`src/fetch_pkg.sv`:
```
package fetch_pkg;

    // address or data word
    typedef logic [31:0] word_t;

    // one mips instruction
    typedef logic [31:0] instr_t;

    // 64-bit imem word, lower half at the lower address
    typedef logic [63:0] pair_t;

    // bytes covered by one imem word
    localparam word_t PAIR_BYTES = 32'd8;

    // requester side of the four-phase imem handshake
    typedef enum logic [1:0] {
        // waiting for a free buffer
        IMEM_IDLE,
        // req high, waiting for ack
        IMEM_REQ,
        // req dropped, waiting for ack low
        IMEM_RELEASE
    } imem_state_t;

    // pending redirect kind
    // encoding order is the priority rank, higher wins
    typedef enum logic [1:0] {
        REDIR_NONE   = 2'd0,
        // jr ra return prediction from issue
        REDIR_PRED   = 2'd1,
        // branch resolved in execute
        REDIR_BRANCH = 2'd2,
        // exception or eret entrance
        REDIR_EXC    = 2'd3
    } redirect_kind_t;

endpackage
```
`src/fetch_top.sv`:
```
`timescale 1ns/1ps

module fetch_top
    import fetch_pkg::*;
#(
    parameter word_t RESET_PC = 32'hbfc0_0000
) (
    input  logic   clk,
    input  logic   reset,

    // redirects from exception, execute and issue
    input  logic   i_exc_valid,
    input  word_t  i_exc_pc,
    input  logic   i_branch_valid,
    input  word_t  i_branch_pc,
    input  logic   i_pred_valid,
    input  word_t  i_pred_pc,

    // instruction memory
    output logic   o_imem_req,
    output word_t  o_imem_addr,
    input  logic   i_imem_ack,
    input  pair_t  i_imem_data,

    // decode
    output logic   o_pair_req,
    output word_t  o_pair_pc,
    output instr_t o_slot0_instr,
    output instr_t o_slot1_instr,
    output logic   o_slot1_valid,
    output logic   o_fetch_exc,
    input  logic   i_pair_ack
);

    // fetch_pc to imem_port
    word_t pc;
    logic pc_stale;
    logic fetch_start;

    // imem_port to pair_buffer
    logic word_valid;
    pair_t word;
    logic misaligned;
    word_t start_pc;
    logic buf_free;

    fetch_pc #(
        .RESET_PC(RESET_PC)
    ) u_fetch_pc (
        .clk(clk),
        .reset(reset),
        .i_exc_valid(i_exc_valid),
        .i_exc_pc(i_exc_pc),
        .i_branch_valid(i_branch_valid),
        .i_branch_pc(i_branch_pc),
        .i_pred_valid(i_pred_valid),
        .i_pred_pc(i_pred_pc),
        .i_fetch_start(fetch_start),
        .o_pc(pc),
        .o_pc_stale(pc_stale)
    );

    imem_port u_imem_port (
        .clk(clk),
        .reset(reset),
        .i_pc(pc),
        .i_pc_stale(pc_stale),
        .i_buf_free(buf_free),
        .o_imem_req(o_imem_req),
        .o_imem_addr(o_imem_addr),
        .i_imem_ack(i_imem_ack),
        .i_imem_data(i_imem_data),
        .o_fetch_start(fetch_start),
        .o_word_valid(word_valid),
        .o_word(word),
        .o_misaligned(misaligned),
        .o_start_pc(start_pc)
    );

    // pair pc is the one latched at fetch start, not the advanced register
    pair_buffer u_pair_buffer (
        .clk(clk),
        .reset(reset),
        .i_word_valid(word_valid),
        .i_word(word),
        .i_misaligned(misaligned),
        .i_pc(start_pc),
        .o_buf_free(buf_free),
        .o_pair_req(o_pair_req),
        .o_pair_pc(o_pair_pc),
        .o_slot0_instr(o_slot0_instr),
        .o_slot1_instr(o_slot1_instr),
        .o_slot1_valid(o_slot1_valid),
        .o_fetch_exc(o_fetch_exc),
        .i_pair_ack(i_pair_ack)
    );

endmodule

```
`src/pair_buffer.sv`:
```
`timescale 1ns/1ps

module pair_buffer
    import fetch_pkg::*;
(
    input  logic   clk,
    input  logic   reset,

    // captured word from imem_port
    input  logic   i_word_valid,
    input  pair_t  i_word,
    input  logic   i_misaligned,
    input  word_t  i_pc,

    output logic   o_buf_free,

    // decode side four-phase handshake
    output logic   o_pair_req,
    output word_t  o_pair_pc,
    output instr_t o_slot0_instr,
    output instr_t o_slot1_instr,
    output logic   o_slot1_valid,
    output logic   o_fetch_exc,
    input  logic   i_pair_ack
);

    // entry occupied
    logic full_q;
    logic req_q;

    // held pair
    word_t pc_q;
    instr_t slot0_q;
    instr_t slot1_q;
    logic slot1_valid_q;
    logic exc_q;

    // split of the incoming word
    instr_t lo_instr;
    instr_t hi_instr;
    instr_t slot0_d;
    instr_t slot1_d;
    logic slot1_valid_d;

    assign lo_instr = i_word[31:0];
    assign hi_instr = i_word[63:32];

    always_comb begin
        slot0_d = lo_instr;
        slot1_d = hi_instr;
        slot1_valid_d = 1'b1;
        if (i_misaligned) begin
            // address error, nothing fetched
            slot0_d = '0;
            slot1_d = '0;
            slot1_valid_d = 1'b0;
        end else if (i_pc[2]) begin
            // pc at the upper word, only one instruction left
            slot0_d = hi_instr;
            slot1_d = '0;
            slot1_valid_d = 1'b0;
        end
    end

    always_ff @(posedge clk) begin
        if (reset) begin
            full_q <= 1'b0;
            req_q <= 1'b0;
        end else begin
            if (i_word_valid) begin
                // offer the pair in the cycle after capture
                full_q <= 1'b1;
                req_q <= 1'b1;
            end else if (req_q && i_pair_ack) begin
                // decode took it, drop req
                req_q <= 1'b0;
            end else if (full_q && !req_q && !i_pair_ack) begin
                // ack seen low, entry free again
                full_q <= 1'b0;
            end
        end
    end

    always_ff @(posedge clk) begin
        if (i_word_valid) begin
            pc_q <= i_pc;
            slot0_q <= slot0_d;
            slot1_q <= slot1_d;
            slot1_valid_q <= slot1_valid_d;
            exc_q <= i_misaligned;
        end
    end

    assign o_buf_free = !full_q;
    assign o_pair_req = req_q;
    assign o_pair_pc = pc_q;
    assign o_slot0_instr = slot0_q;
    assign o_slot1_instr = slot1_q;
    assign o_slot1_valid = slot1_valid_q;
    assign o_fetch_exc = exc_q;

    // req stays up until decode acks
    assert property (@(posedge clk) disable iff (reset)
        (o_pair_req && !i_pair_ack) |=> o_pair_req)
        else $error("pair req dropped before ack");

    // imem side never delivers into an occupied entry
    assert property (@(posedge clk) disable iff (reset)
        i_word_valid |-> o_buf_free)
        else $error("word delivered while pair buffer full");

endmodule

```
`src/imem_port.sv`:
```
`timescale 1ns/1ps

module imem_port
    import fetch_pkg::*;
(
    input  logic  clk,
    input  logic  reset,

    // from fetch_pc
    input  word_t i_pc,
    input  logic  i_pc_stale,

    // from pair_buffer
    input  logic  i_buf_free,

    // instruction memory four-phase handshake
    output logic  o_imem_req,
    output word_t o_imem_addr,
    input  logic  i_imem_ack,
    input  pair_t i_imem_data,

    output logic  o_fetch_start,

    // captured word towards pair_buffer
    output logic  o_word_valid,
    output pair_t o_word,
    output logic  o_misaligned,
    output word_t o_start_pc
);

    imem_state_t state;

    // current fetch was overtaken by a redirect
    logic stale_q;
    logic word_valid_q;

    // pc of the fetch in progress, low bits kept
    word_t start_pc_q;
    pair_t word_q;

    logic start;
    logic pc_misaligned;

    assign pc_misaligned = |i_pc[1:0];

    // hold off while a captured word is still on its way to the buffer
    assign start = (state == IMEM_IDLE) && i_buf_free && !word_valid_q;

    always_ff @(posedge clk) begin
        if (reset) begin
            state <= IMEM_IDLE;
            stale_q <= 1'b0;
            word_valid_q <= 1'b0;
        end else begin
            word_valid_q <= 1'b0;
            unique case (state)
                IMEM_IDLE: begin
                    if (start) begin
                        stale_q <= i_pc_stale;
                        // misaligned pc completes here, no bus cycle
                        if (pc_misaligned) begin
                            word_valid_q <= !i_pc_stale;
                        end else begin
                            state <= IMEM_REQ;
                        end
                    end
                end
                IMEM_REQ: begin
                    if (i_pc_stale) begin
                        stale_q <= 1'b1;
                    end
                    // data is valid with ack, drop req next
                    if (i_imem_ack) begin
                        state <= IMEM_RELEASE;
                        word_valid_q <= !stale_q && !i_pc_stale;
                    end
                end
                IMEM_RELEASE: begin
                    // wait for ack low before another req
                    if (!i_imem_ack) begin
                        state <= IMEM_IDLE;
                    end
                end
                default: begin
                    state <= IMEM_IDLE;
                end
            endcase
        end
    end

    always_ff @(posedge clk) begin
        if (start) begin
            start_pc_q <= i_pc;
        end
        if ((state == IMEM_REQ) && i_imem_ack) begin
            word_q <= i_imem_data;
        end
    end

    assign o_imem_req = (state == IMEM_REQ);
    // memory only ever sees the aligned pair address
    assign o_imem_addr = {start_pc_q[31:3], 3'b000};
    assign o_fetch_start = start;
    assign o_word_valid = word_valid_q;
    assign o_word = word_q;
    assign o_misaligned = |start_pc_q[1:0];
    assign o_start_pc = start_pc_q;

    // address held until the responder acks
    assert property (@(posedge clk) disable iff (reset)
        (o_imem_req && !i_imem_ack) |=> $stable(o_imem_addr))
        else $error("imem address changed while waiting for ack");

    // four-phase: ack must be low before req rises again
    assert property (@(posedge clk) disable iff (reset)
        $rose(o_imem_req) |-> !$past(i_imem_ack))
        else $error("imem req raised while ack still high");

endmodule

```
`src/fetch_pc.sv`:
```
`timescale 1ns/1ps

module fetch_pc
    import fetch_pkg::*;
#(
    parameter word_t RESET_PC = 32'hbfc0_0000
) (
    input  logic  clk,
    input  logic  reset,

    // redirect pulses with their targets
    input  logic  i_exc_valid,
    input  word_t i_exc_pc,
    input  logic  i_branch_valid,
    input  word_t i_branch_pc,
    input  logic  i_pred_valid,
    input  word_t i_pred_pc,

    // pulse from imem_port when a fetch begins
    input  logic  i_fetch_start,

    output word_t o_pc,
    output logic  o_pc_stale
);

    // sequential fetch address
    word_t pc_q;

    // pending redirect whose kind is also its rank
    redirect_kind_t pend_kind;
    word_t pend_pc;

    // best redirect arriving this cycle
    redirect_kind_t arr_kind;
    word_t arr_pc;
    logic arr_any;
    logic arr_take;

    // current fetch address with the byte offset cleared
    word_t pc_aligned;

    // exception outranks branch, branch outranks prediction
    always_comb begin
        arr_kind = REDIR_NONE;
        arr_pc = '0;
        if (i_exc_valid) begin
            arr_kind = REDIR_EXC;
            arr_pc = i_exc_pc;
        end else if (i_branch_valid) begin
            arr_kind = REDIR_BRANCH;
            arr_pc = i_branch_pc;
        end else if (i_pred_valid) begin
            arr_kind = REDIR_PRED;
            arr_pc = i_pred_pc;
        end
    end

    assign arr_any = i_exc_valid | i_branch_valid | i_pred_valid;

    // an equal or higher rank replaces the pending redirect
    // in a start cycle this compares against the kind being fetched
    assign arr_take = arr_any && (arr_kind >= pend_kind);

    // a pending target overrides the sequential address
    assign o_pc = (pend_kind != REDIR_NONE) ? pend_pc : pc_q;

    assign pc_aligned = {o_pc[31:3], 3'b000};

    // only a redirect that takes effect makes the in-flight fetch stale
    assign o_pc_stale = arr_take;

    always_ff @(posedge clk) begin
        if (reset) begin
            pc_q <= RESET_PC;
            pend_kind <= REDIR_NONE;
        end else begin
            // next sequential pair after the one just started
            if (i_fetch_start) begin
                pc_q <= pc_aligned + PAIR_BYTES;
            end
            // pending slot consumed by the start unless refilled
            if (arr_take) begin
                pend_kind <= arr_kind;
            end else if (i_fetch_start) begin
                pend_kind <= REDIR_NONE;
            end
        end
    end

    // target of the pending redirect
    always_ff @(posedge clk) begin
        if (arr_take) begin
            pend_pc <= arr_pc;
        end
    end

    // a quiet fetch start always drains the pending redirect
    assert property (@(posedge clk) disable iff (reset)
        (i_fetch_start && !arr_any) |=> (pend_kind == REDIR_NONE))
        else $error("pending redirect kept after a fetch start");

endmodule

```
`config.mk`:
```
export PLATFORM = sky130hd
export DESIGN_NAME = fetch_top
export DESIGN_NICKNAME = d
export VERILOG_FILES = /design/src/fetch_pkg.sv /design/src/fetch_top.sv /design/src/pair_buffer.sv /design/src/imem_port.sv /design/src/fetch_pc.sv
export SDC_FILE = /design/constraint.sdc
export NUM_CORES = 1
export LEC_CHECK = 0
export BUFFER_PORTS_ARGS = -buffer_cell sky130_fd_sc_hd__buf_2
export CORE_UTILIZATION = 48
export CTS_CLUSTER_SIZE = 24
export DETAILED_ROUTE_END_ITERATION = 6
export PLACE_DENSITY = 0.8
export SYNTH_ARGS = -nofsm -noshare
export SYNTH_HDL_FRONTEND = slang
export SYNTH_SLANG_ARGS = --single-unit
```
`constraint.sdc`:
```
create_clock -name clk -period 4.1 [get_ports clk]
set_input_delay 0.82 -clock clk [delete_from_list [all_inputs] [get_ports clk]]
set_output_delay 0.82 -clock clk [all_outputs]
set_load 0.05 [all_outputs]
```
Word-level counts from Yosys, hierarchy flattened
Cells that the tools add are included.

word-level totals
  register bits = 266
  bits in latches = 0
  bits in writable memories = 0
  bits in read-only memories = 0
  input bits = 167
  output and inout port bits = 132
  memories = 0

operators by class
  add/sub/neg operators = 1
  multipliers = 0
  divide/modulo/power cells = 0
  order comparisons = 1
  equal/unequal tests = 8
  shifts and indexed selects = 0
  muxes and demuxes = 28
  bitwise logic cells = 2
  reductions and logical operators = 26

operators with widths
  kind                                           number
  2-to-1 mux 32 bit                              5
  adder 32 x 4 -> 32 bit, second input constant  1
  2-to-1 mux 2 bit                               8
  2-to-1 mux 1 bit                               12
  nonzero test 2 bit                             5
  logical AND 1 bit                              8
  != test 2 bit, second input constant           4
  logical NOT 1 bit                              6
  one-hot mux 2 bit (3 select lines)             1
  != test 2 x 1 -> 1 bit, second input constant  2
  one-hot mux 1 bit (2 select lines)             2
  AND reduction 4 bit                            1
  OR reduction 2 bit                             2
  AND reduction 3 bit                            1
  OR reduction 3 bit                             1
  == test 2 x 1 -> 1 bit, second input constant  1
  == test 2 bit, second input constant           1
  >= comparator 2 bit                            1
  logical NOT 2 bit                              1
  OR 1 bit                                       2
  AND reduction 2 bit                            1

Depth between registers and ports, before layout
  word-level depth = 9
  mapped depth = 12
  depth with buffers taken out = 9

Modules after synthesis
A second synthesis with hierarchy kept.

second synthesis, totals
  cells, all modules = 844
  area, all modules = 11324.6 um^2

by module, submodules not included
  module       instances  cells each  area each (um^2)  sequential area each (um^2)
  fetch_pc     1          476         4186.5            1581.5
  pair_buffer  1          214         3796.1            2982.9
  imem_port    1          154         3342.0            2962.8

Worst setup path after synthesis
Ideal clock, no wire load.

  path kind = reg-to-reg
  start point = register u_imem_port.word_valid_q, in the netlist u_imem_port.o_word_valid
  end point = register u_fetch_pc.pc_q[22]
  setup time = 0.130 ns
  data arrival time = 3.926 ns
  slack = 0.043 ns
  cell stages (with the launch flop) = 7
  buffers on the path = 1
  clock period less this slack = 4.057 ns
  path through = dfxtp_1 nor3_1 nand2b_1 inv_2 clkbuf_1 o211ai_1 nand3_1

between the ends
  word-level cells in the longest chain between the ends = 2

RTL lines
  element                   line             source
  start: declaration        imem_port.sv:35  logic word_valid_q;
  start signal: assignment  imem_port.sv:62  word_valid_q <= !i_pc_stale;
  start signal: assignment  imem_port.sv:75  word_valid_q <= !stale_q && !i_pc_stale;
  logical NOT 1 bit         imem_port.sv:47  assign start = (state == IMEM_IDLE) && i_buf_free && !word_valid_q;
  logical AND 1 bit         imem_port.sv:47
  named net fetch_start     fetch_top.sv:38  logic fetch_start;
  end signal: assignment    fetch_pc.sv:79   pc_q <= pc_aligned + PAIR_BYTES;
  end: declaration          fetch_pc.sv:27   word_t pc_q;

The timed path passes the listed nets, and every way through them passes these cells.
A chain may end at the register's enable or synchronous reset.

Worst setup path after layout
  start point = register u_fetch_pc.pend_kind[1]
  end point = register u_fetch_pc.pc_q[29]

between the ends
  word-level cells in the longest chain between the ends = 3

RTL lines
  element                   line             source
  start: declaration        fetch_pc.sv:30   redirect_kind_t pend_kind;
  start signal: assignment  fetch_pc.sv:83   pend_kind <= arr_kind;
  nonzero test 2 bit        fetch_pc.sv:65   assign o_pc = (pend_kind != REDIR_NONE) ? pend_pc : pc_q;
  2-to-1 mux 32 bit         fetch_pc.sv:65
  named net pc[4]           fetch_top.sv:36  word_t pc;
  adder 32 x 4 -> 32 bit    fetch_pc.sv:79

The timed path passes the listed nets, and every way through them passes these cells.

==> results.cfg <==
[outcome]
status = finished clean

[cts]
cts_root_buffer = clkbuf_16
clock_sinks = 263
cts_hold_buf = 0
cts_tree = built
clk_pin_slew_ps = 60
htree_levels = 1
post_cts_resized = 0
clockBufferDepth = 3
insertion_delay_ps = 520
cts-buffers-inserted = 27
cts_setup_buffers = 0

[die]
die_x_um = 155
die-area_um2 = 23900
num_rows = 55
core_um2 = 22700
num_io_pins = 299
dieHeight_um = 155
initial_core_util_pct = 49.2

[cells_and_area]
area_growth_pct = 22.0
drive_gt1_share_pct = 34.1
final_common_cell = buf_2
final_cell_mix = buf_2 (295), edfxtp_1 (226), nand2_1 (88), o21ai_0 (47), nor2_1 (42)
layout.nets = 1277
insertedDiodeCount = 0

[setup_path]
crit_fanout = 44
start_kind = flip-flop
path_class = reg -> reg
crit_buf_inv = 1
slowest_delay_ps = 560
worstSetupEndpoint = u_fetch_pc.pc_q[29]
cpMaxStageDelayCell = or4_1
cpLargestDelayFamily = simple AND/OR/NAND/NOR gates
path_depth = 8
critical_path.reg2reg.startpoint = u_fetch_pc.pend_kind[1]
startpoint = u_fetch_pc.pend_kind[1]
required_ps = 4560
ff2ff_setup_slack_ps = 1230
r2r_end = u_fetch_pc.pc_q[29]
worstSetupEndpointType = flip-flop
crit_arrival_ps = 3340
rr_worst_depth = 8
path_cells = buf_4 > or3b_4 > nand2_1 > ha_1 > a21boi_0 > nand4_1 > or4_1 > nand3_1

[pwr]
leakagePower_nw = 5.34
p_per_area_nw_per_um2 = 621
power.total_w = 0.00846
vdd_drop_max_mv = 0.306

[sta]
fin_worst_skew_ps = 14.8
fin_crit_ps = 2870
slew_viol_final = 0
hold_viol = 0
fmax_mhz = 348
rsz0062_at_grt = false
period_share_pct = 70.1
worst_slew_pin_slew_ps = 744
setup_tns_ps = 0
slew-limit-headroom_pct = 50.4
setup_viol = 0
holdWs_ps = 446

[grt]
grt_pass1_vias = 7099
grt_pass1_wl_mm = 38.3
antenna_found_initial = 1
grt_max_degree = 65
track_usage_pct = 20.6
grt_overflow = 0

[drt]
ant_nets = 0
drc_errors = 0
vias_per_cell = 5.44
drt_iter0_markers = 637
dr.pass1.iters = 5
vias = 7684
wirelength_mm = 25.2
wl_per_cell_um = 17.9

[synthesis]
ys.flop_type = edfxtp_1
ys_seq_area_share_pct = 67.4
synth_edf_count = 226
syn_area_um2 = 11200
synth_seq_cells = 263
syn_area_per_cell_um2 = 13.2
synth-compound-area-share_pct = 10.4
synthAdderAreaFrac_pct = 0.336
ys_warn_count = 0
synth_simple_gate_area_share_pct = 12.5
synthMuxAreaShare_pct = 4.56
async_flop_share_pct = 0
synthCells = 847
synth-xor-area-share_pct = 0.392
synth_top_family_by_area = simple AND/OR/NAND/NOR gates
synth_cell_types = 60

[min_path]
hold_depth = 0
min_path_type = reg -> reg

[run]
cap_violations = 0

[placement]
dp_hpwl_mm = 17.6
gp_congestion = 0.849
port_buffers = 295
[power breakdown]
group	switching, W	internal, W
Combinational	0.00150	0.000596
Sequential	0.000266	0.00349
Clock	0.000976	0.00164
Total	0.00274	0.00573
[kinds of logic after synthesis]
kind of cell / count (synthesis)
other: 1
xor gates and xnor gates: 5
AOI/OAI and AO/OA: 172
and+or+nand+nor: 264
buffers and inverters: 90
adders and majority gates: 3
DFF: 263
muxes: 49
[how the worst min path moves through the flow]
| stage | end | startpoint | slack [ps] |
|---|---|---|---|
| detailed placement | u_pair_buffer.o_pair_pc[7] | u_imem_port.o_start_pc[7] | 440 |
| global route | u_imem_port.o_word[31] | i_imem_data[31] | 440 |
| floorplan | u_pair_buffer.o_pair_pc[0] | u_imem_port.o_start_pc[0] | 420 |
| CTS | u_imem_port.o_word[32] | i_imem_data[32] | 440 |
| global placement | u_pair_buffer.o_pair_pc[0] | u_imem_port.o_start_pc[0] | 430 |
| finish | u_pair_buffer.o_pair_pc[6] | u_imem_port.o_start_pc[6] | 450 |
[layout make-up]
class,instances,area [um2]
clock buffers,31,691
clock inverters,18,259
fillers,1818,9080
inverters,9,33.8
multi-input cells,496,3170
flip-flops and latches,263,7530
well taps,285,357
repair buffers,310,1590
[cells in the mapped netlist, types with 10 or more instances]
library cell | count | area [um2]
edfxtp_1 | 226 | 6790
nand2_1 | 88 | 330
o21ai_0 | 47 | 235
nor2_1 | 45 | 169
a22oi_1 | 40 | 300
and2_1 | 40 | 250
dfxtp_1 | 37 | 741
buf_4 | 34 | 255
mux2i_1 | 34 | 340
clkbuf_1 | 33 | 124
a21oi_1 | 25 | 125
nand3_1 | 24 | 120
o211ai_1 | 22 | 165
mux2_2 | 15 | 169
nand4bb_1 | 11 | 124
nor3_1 | 10 | 50.1
[state kept, by name (all words and copies together) (netlist names), 2 cells and up]
| name | cells |
|---|---|
| u_fetch_pc.pend_kind | 2 |
| u_imem_port.o_word | 64 |
| u_imem_port.state | 2 |
| u_pair_buffer.o_slot1_instr | 32 |
| u_fetch_pc.pend_pc | 32 |
| u_imem_port.o_start_pc | 32 |
| u_fetch_pc.pc_q | 29 |
| u_pair_buffer.o_slot0_instr | 32 |
| u_pair_buffer.o_pair_pc | 32 |
[per-stage QoR]
| stage | std cells | worst slack, ps | area, um2 | utilization (%) |
|---|---|---|---|---|
| 2_1_floorplan | 849 | 43.4 | 11200 | - |
| 3_3_place_gp | 1363 | 1190 | 12700 | 55.8 |
| 3_5_place_dp | 1363 | 1070 | 12700 | 55.8 |
| 4_1_cts | 1412 | 1270 | 13600 | 60.0 |
| 5_1_grt | 1412 | 1020 | 13600 | 60.0 |
| 6_report | 1412 | 1230 | 13600 | 60.0 |
[routing by layer]
layer  wire, um  global-route usage, %
met2      12200                   36.0
met4        321                   4.38
met5         13                      0
met1      10400                   26.6
met3       2350                   4.17
No activity file was read; power rests on OpenSTA's default activity.
